[src/mipsPkg.sv]
`default_nettype none

package mipsPkg;

  // ==========================================================================
  // shared widths
  // ==========================================================================

  // machine word
  localparam int dataWidth = 32;
  // register index
  localparam int regAddrWidth = 5;
  // return address register for jal
  localparam int linkReg = 31;

  // ==========================================================================
  // instruction encodings
  // ==========================================================================

  // primary opcode in ir[31:26]
  typedef enum logic [5:0] {
    opR   = 6'd0,
    opJ   = 6'd2,
    opJal = 6'd3,
    opBeq = 6'd4,
    opLw  = 6'd35,
    opSw  = 6'd43
  } opcodeT;

  // funct field of r-type, ir[5:0]
  typedef enum logic [5:0] {
    fnAdd = 6'd32,
    fnSub = 6'd34,
    fnAnd = 6'd36,
    fnOr  = 6'd37,
    fnSlt = 6'd42
  } functT;

  // alu operation select
  // aluNone drives a zero result
  typedef enum logic [2:0] {
    aluAdd  = 3'd0,
    aluSub  = 3'd1,
    aluAnd  = 3'd2,
    aluOr   = 3'd3,
    aluSlt  = 3'd4,
    aluNone = 3'd5
  } aluOpT;

endpackage

`default_nettype wire

[src/aluUnit.sv]
`default_nettype none

module aluUnit (
  input  logic [mipsPkg::dataWidth-1:0] operandA,
  input  logic [mipsPkg::dataWidth-1:0] operandB,
  input  mipsPkg::aluOpT                aluOp,
  output logic [mipsPkg::dataWidth-1:0] result,
  output logic                          zero
);

  import mipsPkg::*;

  // ==========================================================================
  // datapath results
  // ==========================================================================

  // sum for add, lw, sw
  logic [dataWidth-1:0] sumVal;
  // difference for sub and beq
  logic [dataWidth-1:0] diffVal;
  // slt flag, unsigned compare
  logic                 lessThan;

  assign sumVal   = operandA + operandB;
  assign diffVal  = operandA - operandB;
  assign lessThan = (operandA < operandB);

  // ==========================================================================
  // result select
  // ==========================================================================

  always_comb begin
    case (aluOp)
      aluAdd: begin
        result = sumVal;
      end
      aluSub: begin
        result = diffVal;
      end
      aluAnd: begin
        result = operandA & operandB;
      end
      aluOr: begin
        result = operandA | operandB;
      end
      aluSlt: begin
        // 1 or 0 in the low bit
        result = {{(dataWidth-1){1'b0}}, lessThan};
      end
      default: begin
        // aluNone
        result = '0;
      end
    endcase
  end

  // flag for every op, decoder decides if it matters
  assign zero = (result == '0);

endmodule

`default_nettype wire

[src/ctrlDecode.sv]
`default_nettype none

module ctrlDecode (
  input  mipsPkg::opcodeT opcode,
  input  logic [5:0]      funct,
  output logic            regDst,
  output logic            aluSrc,
  output logic            memToReg,
  output logic            regWrite,
  output logic            memRead,
  output logic            memWrite,
  output logic            branch,
  output logic            jump,
  output logic            link,
  output mipsPkg::aluOpT  aluOp
);

  import mipsPkg::*;

  // ==========================================================================
  // main control plus alu control in one table
  // ==========================================================================

  always_comb begin
    // idle defaults, unknown opcode ends up here
    regDst   = 1'b0;
    aluSrc   = 1'b0;
    memToReg = 1'b0;
    regWrite = 1'b0;
    memRead  = 1'b0;
    memWrite = 1'b0;
    branch   = 1'b0;
    jump     = 1'b0;
    link     = 1'b0;
    aluOp    = aluNone;
    case (opcode)
      opR: begin
        // rd destination, op from funct
        regDst   = 1'b1;
        regWrite = 1'b1;
        case (funct)
          fnAdd:   aluOp = aluAdd;
          fnSub:   aluOp = aluSub;
          fnAnd:   aluOp = aluAnd;
          fnOr:    aluOp = aluOr;
          fnSlt:   aluOp = aluSlt;
          // all-zero word lands here and writes zero to r0
          default: aluOp = aluNone;
        endcase
      end
      opLw: begin
        // base plus offset, load into rt
        aluSrc   = 1'b1;
        memToReg = 1'b1;
        regWrite = 1'b1;
        memRead  = 1'b1;
        aluOp    = aluAdd;
      end
      opSw: begin
        aluSrc   = 1'b1;
        memWrite = 1'b1;
        aluOp    = aluAdd;
      end
      opBeq: begin
        // equality through a zero difference
        branch = 1'b1;
        aluOp  = aluSub;
      end
      opJ: begin
        jump = 1'b1;
      end
      opJal: begin
        // return address into r31
        jump     = 1'b1;
        link     = 1'b1;
        regWrite = 1'b1;
      end
      default: begin
      end
    endcase
  end

endmodule

`default_nettype wire

[src/mipsCore.sv]
`default_nettype none

module mipsCore #(
  parameter int memAddrWidth = 7
) (
  input  logic                          clk,
  input  logic                          rst,
  input  logic [mipsPkg::dataWidth-1:0] ir,
  input  logic [mipsPkg::dataWidth-1:0] memReadData,
  output logic [mipsPkg::dataWidth-1:0] irAddr,
  output logic [mipsPkg::dataWidth-1:0] rfWriteData,
  output logic                          cen,
  output logic                          wen,
  output logic [memAddrWidth-1:0]       memAddr,
  output logic [mipsPkg::dataWidth-1:0] memWriteData
);

  import mipsPkg::*;

  // ==========================================================================
  // instruction fields
  // ==========================================================================

  opcodeT                  opcode;
  logic [5:0]              funct;
  logic [regAddrWidth-1:0] rs;
  logic [regAddrWidth-1:0] rt;
  logic [regAddrWidth-1:0] rd;
  logic [15:0]             imm;
  logic [25:0]             target;
  // sign-extended immediate
  logic [dataWidth-1:0]    immExt;

  assign opcode = opcodeT'(ir[31:26]);
  assign rs     = ir[25:21];
  assign rt     = ir[20:16];
  assign rd     = ir[15:11];
  assign imm    = ir[15:0];
  assign funct  = ir[5:0];
  assign target = ir[25:0];
  assign immExt = {{16{imm[15]}}, imm};

  // decoder outputs
  logic   regDst, aluSrc, memToReg, regWrite;
  logic   memRead, memWrite, branch, jump, link;
  aluOpT  aluOp;

  // datapath nets
  logic [regAddrWidth-1:0] writeAddr;
  logic [dataWidth-1:0]    readData1, readData2;
  logic [dataWidth-1:0]    operandB, aluResult, wbData, pcPlus8;
  logic                    zero;

  // ==========================================================================
  // blocks
  // ==========================================================================

  pcUnit uPc (
    .clk(clk), .rst(rst), .branch(branch), .jump(jump), .zero(zero),
    .immExt(immExt), .jumpTarget(target), .pc(irAddr), .pcPlus8(pcPlus8)
  );

  ctrlDecode uDec (
    .opcode(opcode), .funct(funct), .regDst(regDst), .aluSrc(aluSrc),
    .memToReg(memToReg), .regWrite(regWrite), .memRead(memRead),
    .memWrite(memWrite), .branch(branch), .jump(jump), .link(link),
    .aluOp(aluOp)
  );

  regFile uRf (
    .clk(clk), .rst(rst), .writeEn(regWrite), .readAddr1(rs), .readAddr2(rt),
    .writeAddr(writeAddr), .writeData(wbData),
    .readData1(readData1), .readData2(readData2)
  );

  aluUnit uAlu (
    .operandA(readData1), .operandB(operandB), .aluOp(aluOp),
    .result(aluResult), .zero(zero)
  );

  // destination register, r31 for jal
  assign writeAddr = link ? regAddrWidth'(linkReg) : (regDst ? rd : rt);
  // immediate for lw / sw
  assign operandB  = aluSrc ? immExt : readData2;
  // writeback source
  assign wbData    = link ? pcPlus8 : (memToReg ? memReadData : aluResult);

  // observed writeback, zero when nothing is written
  assign rfWriteData = regWrite ? wbData : '0;

  // sram pins, strobes active low
  assign cen          = ~(memRead | memWrite);
  assign wen          = ~memWrite;
  // word address from the byte address
  assign memAddr      = aluResult[memAddrWidth+1:2];
  assign memWriteData = readData2;

endmodule

`default_nettype wire

[src/pcUnit.sv]
`default_nettype none

module pcUnit (
  input  logic                         clk,
  input  logic                         rst,
  input  logic                         branch,
  input  logic                         jump,
  input  logic                         zero,
  input  logic [mipsPkg::dataWidth-1:0] immExt,
  input  logic [25:0]                  jumpTarget,
  output logic [mipsPkg::dataWidth-1:0] pc,
  output logic [mipsPkg::dataWidth-1:0] pcPlus8
);

  import mipsPkg::*;

  // current instruction address
  logic [dataWidth-1:0] pcReg;
  // sequential successor
  logic [dataWidth-1:0] pcPlus4;
  // beq destination
  logic [dataWidth-1:0] branchAddr;
  // j / jal destination
  logic [dataWidth-1:0] jumpAddr;

  assign pcPlus4 = pcReg + 32'd4;
  // link value for jal
  assign pcPlus8 = pcReg + 32'd8;
  // word offset turned into a byte offset
  assign branchAddr = pcPlus4 + (immExt << 2);
  // region bits stay from pc+4
  assign jumpAddr = {pcPlus4[31:28], jumpTarget, 2'b00};

  // jump wins over branch, no delay slot
  always_ff @(posedge clk or negedge rst) begin
    if (!rst) begin
      pcReg <= '0;
    end else if (jump) begin
      pcReg <= jumpAddr;
    end else if (branch && zero) begin
      pcReg <= branchAddr;
    end else begin
      pcReg <= pcPlus4;
    end
  end

  assign pc = pcReg;

endmodule

`default_nettype wire

[src/regFile.sv]
`default_nettype none

module regFile (
  input  logic                            clk,
  input  logic                            rst,
  input  logic                            writeEn,
  input  logic [mipsPkg::regAddrWidth-1:0] readAddr1,
  input  logic [mipsPkg::regAddrWidth-1:0] readAddr2,
  input  logic [mipsPkg::regAddrWidth-1:0] writeAddr,
  input  logic [mipsPkg::dataWidth-1:0]    writeData,
  output logic [mipsPkg::dataWidth-1:0]    readData1,
  output logic [mipsPkg::dataWidth-1:0]    readData2
);

  import mipsPkg::*;

  // general purpose registers
  logic [dataWidth-1:0] regs [0:(1 << regAddrWidth)-1];

  // whole file cleared on reset
  // r0 never written
  always_ff @(posedge clk or negedge rst) begin
    if (!rst) begin
      for (int i = 0; i < (1 << regAddrWidth); i++) begin
        regs[i] <= '0;
      end
    end else if (writeEn && (writeAddr != '0)) begin
      regs[writeAddr] <= writeData;
    end
  end

  // combinational reads
  // r0 forced to zero
  assign readData1 = (readAddr1 == '0) ? '0 : regs[readAddr1];
  assign readData2 = (readAddr2 == '0) ? '0 : regs[readAddr2];

endmodule

`default_nettype wire

[config.mk]
export PLATFORM = sky130hd
export DESIGN_NAME = mipsCore
export DESIGN_NICKNAME = d
export VERILOG_FILES = /design/src/mipsPkg.sv /design/src/aluUnit.sv /design/src/ctrlDecode.sv /design/src/mipsCore.sv /design/src/pcUnit.sv /design/src/regFile.sv
export SDC_FILE = /design/constraint.sdc
export NUM_CORES = 2
export LEC_CHECK = 0
export ABC_AREA = 1
export BUFFER_PORTS_ARGS = -buffer_cell sky130_fd_sc_hd__buf_2
export CAP_MARGIN = 20
export CORE_UTILIZATION = 43
export CTS_BUF_LIST = sky130_fd_sc_hd__clkbuf_8 sky130_fd_sc_hd__clkbuf_16
export CTS_CLUSTER_SIZE = 10
export DETAILED_ROUTE_END_ITERATION = 7
export GPL_ROUTABILITY_DRIVEN = 0
export PLACE_DENSITY_LB_ADDON = 0.12
export SETUP_SLACK_MARGIN = 0.2
export SLEW_MARGIN = 40
export SYNTH_ARGS = -nofsm -noshare
export SYNTH_HDL_FRONTEND = slang
export SYNTH_HIERARCHICAL = 1
export SYNTH_SLANG_ARGS = --single-unit
[constraint.sdc]
create_clock -name clk -period 4.45 [get_ports clk]
set_input_delay 0.6675 -clock clk [delete_from_list [all_inputs] [get_ports clk]]
set_output_delay 0.6675 -clock clk [all_outputs]
set_load 0.05 [all_outputs]
# Word-level counts from Yosys, hierarchy flattened
# Index checks and enable logic that the tools add are counted.
[op_classes]
add_sub_neg = 5
muxes = 30
order_cmp = 5
eq_ne = 14
n_reduce_logical = 12
n_bitwise = 8
[op_table]
columns = ["op", "count"]
rows = [
  ["$bwmux 1024", 1],
  ["$mux 32", 13],
  ["$bmux 32 s5", 2],
  ["$demux 32 s5", 1],
  ["$pmux 32 s5", 1],
  ["$add 32x32->32", 2],
  ["$eq 6x6->1 const B", 7],
  ["$add 32x3->32 const B", 1],
  ["$add 32x4->32 const B", 1],
  ["$and 32x32->32", 1],
  ["$logic_not 32->1", 1],
  ["$lt 32x32->1", 1],
  ["$or 32x32->32", 1],
  ["$sub 32x32->32", 1],
  ["$ge 6x6->1 const B", 3],
  ["$not 5->6", 3],
  ["$pmux 3 s5", 1],
  ["$eq 6x2->1 const B", 2],
  ["$logic_not 5->1", 2],
  ["$mux 5", 2],
  ["$pmux 3 s3", 1],
  ["$mux 1", 8],
  ["$eq 3x2->1 const B", 2],
  ["$eq 6x3->1 const B", 1],
  ["11 further kinds", 15],
]
[totals]
in_bits = 66
output_inout_bits = 105
register_bits = 1056

# Longest topological paths before layout
[depth]
ltp_word = 12
depth_mapped = 42

# By module
# The synthesis kept the hierarchy.
[by_module_without_submodules]
columns = ["module", "cells_each", "n_inst", "area_each_um2"]
rows = [
  ["regFile", 8327, 1, 57004.7],
  ["aluUnit", 1293, 1, 6272.3],
  ["pcUnit", 859, 1, 4942.2],
  ["mipsCore", 317, 1, 2021.9],
  ["ctrlDecode", 53, 1, 250.2],
]

# Worst setup path before layout
# No wires, ideal clock.
[synth_path]
path_kind = "input port to flip-flop"
startpoint = "in ir[16] in the netlist's numbering"
endpoint = "reg uPc.pcReg[7], in the netlist uPc/pc[7]"
path_slack_ps = -1602
arrival_time_ps = 5927
stages = 36
setup_time_ps = 126
path_cell_list = "buf_2 -> inv_2 -> clkbuf_1 -> clkbuf_1 -> nand2_1 -> nand3_1 -> nand3_1 -> nand2_1 -> nand2_1 -> nand2_1 -> nor2_1 -> nor2_1 -> mux2_4 -> inv_1 -> ha_1 -> buf_2 -> nor2_1 -> nand2_1 -> nand3b_1 -> nand2_1 -> nand2_1 -> nand3_1 -> nand3_1 -> nor2_1 -> nand3_1 -> nor2_1 -> nand2_1 -> nor2_1 -> nand3_1 -> nor2_1 -> nand2_1 -> nor2_1 -> inv_1 -> clkbuf_1 -> o21ai_0 -> a21oi_1"
[synth_between]
elab_chain_cells = 12
[synth_rtl]
columns = ["item", "line", "text"]
rows = [
  ["from (decl)", "mipsCore.sv:8", "input logic [mipsPkg::dataWidth-1:0] ir,"],
  ["$not 5->6 (implied by the code)", "regFile.sv:35", "assign readData2 = (readAddr2 == '0) ? '0 : regs[readAddr2];"],
  ["$bmux 32 s5", "regFile.sv:35", ""],
  ["$mux 32 (implied by the code) (2 in series)", "regFile.sv:35", ""],
  ["$mux 32 *", "regFile.sv:35", ""],
  ["net memWriteData, one bit", "mipsCore.sv:15", "output logic [mipsPkg::dataWidth-1:0] memWriteData"],
  ["$mux 32 *", "mipsCore.sv:84", "assign operandB = aluSrc ? immExt : readData2;"],
  ["net operandB[5]", "mipsCore.sv:51", "logic [dataWidth-1:0] operandB, aluResult, wbData, pcPlus8;"],
  ["$sub 32x32->32 or $add 32x32->32 (tied branches)", "aluUnit.sv:25, aluUnit.sv:24", ""],
  ["$pmux 32 s5 *", "aluUnit.sv:33", "case (aluOp)"],
  ["net memAddr[6]", "mipsCore.sv:14", "output logic [memAddrWidth-1:0] memAddr,"],
  ["$logic_not 32->1 *", "aluUnit.sv:58", "assign zero = (result == '0);"],
  ["net zero", "mipsCore.sv:52", "logic zero;"],
  ["$logic_and 1x1->1 *", "pcUnit.sv:40", "end else if (branch && zero) begin"],
  ["$mux 32 *", "pcUnit.sv:40", ""],
  ["$mux 32 *", "pcUnit.sv:38", "end else if (jump) begin"],
  ["to (signal assigned)", "pcUnit.sv:39", "pcReg <= jumpAddr;"],
  ["to (signal assigned)", "pcUnit.sv:41", "pcReg <= branchAddr;"],
  ["to (signal assigned)", "pcUnit.sv:43", "pcReg <= pcPlus4;"],
  ["to (decl)", "pcUnit.sv:18", "logic [dataWidth-1:0] pcReg;"],
]
# Mark *: on every way through the listed nets, which the timed path passes. The rest lies on a longest branch. The select of a mux whose other input is x is not followed.
# A chain may end at the register's enable or synchronous reset.

# Final worst setup path
[layout_path]
startpoint = "in ir[21] in the netlist's numbering"
endpoint = "out rfWriteData[29] in the netlist's numbering"
[layout_between]
elab_chain_cells = 10
[layout_rtl]
columns = ["item", "line", "text"]
rows = [
  ["$not 5->6 (implied by the code)", "regFile.sv:34", "assign readData1 = (readAddr1 == '0) ? '0 : regs[readAddr1];"],
  ["$bmux 32 s5", "regFile.sv:34", ""],
  ["$mux 32 (implied by the code) (2 in series)", "regFile.sv:34", ""],
  ["$mux 32 *", "regFile.sv:34", ""],
  ["net readData1[27]", "mipsCore.sv:50", "logic [dataWidth-1:0] readData1, readData2;"],
  ["$sub 32x32->32 or $add 32x32->32 (tied branches)", "aluUnit.sv:25, aluUnit.sv:24", ""],
  ["$pmux 32 s5 *", "aluUnit.sv:33", ""],
  ["net aluResult[29]", "mipsCore.sv:51", ""],
  ["$mux 32 * (2 in series)", "mipsCore.sv:86", "assign wbData = link ? pcPlus8 : (memToReg ? memReadData : aluResult);"],
  ["$mux 32 *", "mipsCore.sv:89", "assign rfWriteData = regWrite ? wbData : '0;"],
  ["to (decl)", "mipsCore.sv:11", "output logic [mipsPkg::dataWidth-1:0] rfWriteData,"],
]
# Marks and branches as above.

==> impl_metrics.py <==
metrics = {
    "sta": {
        "max_slew.worst_pin.slew_ns": 0.774,
        "max_freq_mhz": 191,
        "finalHoldViolations": 0,
        "period_minus_slack_ns": 5.23,
        "final_setup_vio_count": 76,
        "worst_slack_ns": -0.782,
        "setup_total_neg_slack_ns": -27.49,
        "slew_headroom_pct": 48.4,
        "finalMaxSlewViolations": 0,
        "post-route-period-util_pct": 118,
        "grt_setup_unrepaired": "true",
        "hold-worst-slack_ns": 0.211,
        "fin_skew_ns": 0.0563,
    },
    "place": {
        "numPortBuffers": 168,
        "placed_cell_area_um2": 82600,
        "hpwlAfterDp_um": 207000,
        "place_inst": 13500,
        "dp_slack_ns": -1.54,
    },
    "critical_path": {
        "critPathArrivalTime_ns": 4.56,
        "worst_path_largest_cell_delay_ns": 0.30,
        "critical_path.reg2reg.startpoint": "uRf/regs[704]",
        "critPathSlowestCell": "sky130_fd_sc_hd__ha_4",
        "critPathLaunchType": "primary input",
        "critical_path_class": "in -> out",
        "cp_most_frequent_cell": "sky130_fd_sc_hd__nand2_1",
        "critical_path_peak_fanout": 14,
        "worst_setup_path_end_kind": "output pin",
        "critPathLaunch": "ir[21]",
        "critPathRequiredTime_ns": 3.78,
    },
    "power": {
        "vdd_drop_max_mv": 0.423,
        "design_power_total_mw": 31.2,
        "leakage_nw": 44.7,
        "power.density_nw_per_um2": 339,
    },
    "yosys": {
        "synth-async-reset-ratio_pct": 100,
        "synth_simple_gate_area_share_pct": 40.2,
        "synthXorXnorAreaFrac_pct": 0.666,
        "yosys-top-cells-area": "sky130_fd_sc_hd__dfrtp_1 37%, sky130_fd_sc_hd__nand2_1 20%, sky130_fd_sc_hd__nand3_1 11%, sky130_fd_sc_hd__nor2_1 6.0%, sky130_fd_sc_hd__a21oi_1 5.3%",
        "synthFlopType": "sky130_fd_sc_hd__dfrtp_1",
        "synth.ff_latch_count": 1054,
        "ys_warn_count": 6,
        "yosys-mux-area-fraction_pct": 0.309,
        "synth_largest_type_area_fraction_pct": 37.4,
        "avgSynthCellArea_um2": 6.50,
        "dominant_combinational_cell_family_by_area_after_synthesis": "simple AND/OR/NAND/NOR gates",
        "synth_compound_gate_area_share_pct": 10.6,
        "yosysTopAreaCell": "sky130_fd_sc_hd__dfrtp_1",
        "synth-adder-area-share_pct": 2.52,
        "mappedNetlistArea_um2": 70500,
        "synth_enable_flop_cells": 0,
        "synthesized_instance_count": 10800,
        "ys_types": 60,
        "synth-seq-area-share_pct": 37.4,
    },
    "global_routing": {
        "grt_first_pass_wirelength_um": 470000,
        "grt_max_degree": 120,
        "antenna_found_initial": 7,
        "globalRouteOverflowTotal": 0,
        "track_usage_pct": 37.5,
        "first_global_vias": 75000,
    },
    "final_layout": {
        "area_delta_synth_final_pct": 30.6,
        "final_area_um2": 92100,
        "layout.nets": 11900,
        "layout-drive-gt1-share_pct": 21.3,
        "final_cells": 13900,
        "finalCoreUtilization_pct": 56.6,
        "final.fill_count": 15300,
    },
    "detailed_routing": {
        "detail_route.wirelength_um": 317000,
        "post_drt_via_cell_ratio": 5.71,
        "route.layer.met1.wl_um": 125000,
        "routedWlPerCell_um": 22.8,
        "top_layer_used": "met5",
        "drc_errors": 4,
        "route.met2.wl_um": 138000,
        "dr_total_vias": 79400,
        "met3_routed_wirelength_um": 31300,
        "first_iter_violations": 10600,
        "drt.antenna.violating_nets": 0,
        "drtPass1Iterations": 8,
    },
    "clock_network": {
        "clock_latency_ns": 0.83,
        "clkSinkCount": 1054,
        "clock-root-buffer": "sky130_fd_sc_hd__clkbuf_16",
        "clock_tree_from_tritoncts": "built",
        "clock_path_buffers": 3,
        "htree_num_levels": 4,
        "clk_transition_reported_paths_ns": 0.05,
        "cts_inserted_buffers": 131,
    },
    "min_path": {
        "timing.hold.worst.start": "ir[7]",
        "holdCritPathClass": "in -> reg",
    },
    "floorplan": {
        "floorplan.io_pins": 171,
        "floorplan.initialDensity_pct": 43.3,
        "design.core.area_um2": 163000,
        "chipHeight_um": 407,
        "dieWidth_um": 407,
        "fp-row-count": 148,
        "floorplan.die_area_um2": 166000,
    },
    "status": {
        "outcome": "complete, but fails checks",
        "violations": "design-rule violations, negative setup slack",
    },
    "flow_run": {
        "drv_cap": 0,
    },
}
[state kept, by name (all words and copies together) (netlist names)]
name / count
uRf/regs: 1024
uPc/pc: 30
[repair_timing]
action | 4_1_cts | 5_1_grt
hold buffers | 1 | 0
setup buffers | 130 | 33
pin swaps | 136 | 76
endpoints found under the hold margin | 25 | 0
cloned | 46 | 2
endpoints found under the setup margin | 808 | 878
gates resized for setup | 586 | 178
[final cells by class]
type	count	area [µm²]	share of cell area, %
timing repair buffer	1485	15400	16.8
clock inverter	52	434	0.472
antenna	5	12.5	0.0136
tap	2175	2720	2.96
inverter	597	2370	2.58
sequential	1054	26400	28.7
multi-input combinational	8380	41100	44.6
timing repair inverter	7	82.6	0.0897
clock buffer	151	3560	3.87
[cells in the mapped netlist (8+ instances only)]
cell type and number:
sky130_fd_sc_hd__buf_2 161, sky130_fd_sc_hd__buf_6 12, sky130_fd_sc_hd__o211ai_1 17, sky130_fd_sc_hd__nand3b_1 9, sky130_fd_sc_hd__nand3_2 37, sky130_fd_sc_hd__nand2_1 3719, sky130_fd_sc_hd__nand3_1 1567, sky130_fd_sc_hd__buf_4 47
sky130_fd_sc_hd__ha_1 137, sky130_fd_sc_hd__xnor2_1 8, sky130_fd_sc_hd__nand2_2 78, sky130_fd_sc_hd__a21oi_1 752, sky130_fd_sc_hd__or2_1 11, sky130_fd_sc_hd__or2_2 10, sky130_fd_sc_hd__a21oi_2 17, sky130_fd_sc_hd__o21ai_1 35
sky130_fd_sc_hd__nor2_4 15, sky130_fd_sc_hd__nand2_4 8, sky130_fd_sc_hd__nor2_2 43, sky130_fd_sc_hd__o21bai_1 15, sky130_fd_sc_hd__xor2_1 40, sky130_fd_sc_hd__clkbuf_1 514, sky130_fd_sc_hd__dfrtp_1 1054, sky130_fd_sc_hd__mux2_4 13
sky130_fd_sc_hd__nor3_1 21, sky130_fd_sc_hd__or2_0 21, sky130_fd_sc_hd__inv_2 33, sky130_fd_sc_hd__o21ai_0 602, sky130_fd_sc_hd__nor2_1 1131, sky130_fd_sc_hd__inv_1 558, sky130_fd_sc_hd__buf_1 79, sky130_fd_sc_hd__nand4_1 18
[where the power goes]
group / internal, mW / switching (mW) / leakage [nW] / total [mW]
Combinational: 3.77 / 6.44 / 28.2 / 10.2
Clock: 5.81 / 4.44 / 2.09 / 10.2
Sequential: 10.2 / 0.603 / 14.3 / 10.8
[metal layers]
| metal | global-route usage (%) | vias to the layer above |
|---|---|---|
| met5 | 0 | - |
| met4 | 24.1 | 6 |
| met3 | 7.10 | 992 |
| met2 | 56.7 | 4434 |
| met1 | 49.2 | 37600 |
| li1 | - | 36400 |
[cells in the final DEF, fill, tap and decap left out, drive strengths merged, types with 10 or more instances in the layout]
cell type	count
a21oi	769
buf	1460
bufbuf	22
clkbuf	153
clkinv	16
dfrtp	1054
ha	137
inv	637
mux2	15
nand2	3805
nand3	1605
nand3b	10
nand4	18
nor2	1194
nor3	30
o211ai	17
o21ai	637
o21bai	15
or2	43
xor2	43
[kinds of logic after synthesis]
logic type / after synthesis
AO/OA/AOI/OAI: 1452
XOR/XNOR: 51
adder cells (fa/ha/maj): 140
buffers and inverters: 1418
flip-flops: 1054
multiplexers: 15
other: 1
AND/OR/NAND/NOR: 6718
[path summary, 6_finish.rpt]
check                                  end  slack [ns]  depth (start not counted)
max reg2reg                  uRf/regs[704]       -0.45                         42
min in group asynchronous    uRf/regs[251]        0.36                          2
max in group asynchronous    uRf/regs[907]        2.70                          4
min                              uPc/pc[9]        0.21                          3
min reg2reg                 uRf/regs[1013]        0.40                          0
max                        rfWriteData[29]       -0.78                         31
[critical path: cells and delay by family]
family	cells	cell delay, ns
AO/OA/AOI/OAI	1	0.16
adder cells (fa/ha/maj)	1	0.30
AND/OR/NAND/NOR	19	2.00
buffers and inverters	10	1.38
No activity file was read; power rests on OpenSTA's default activity.
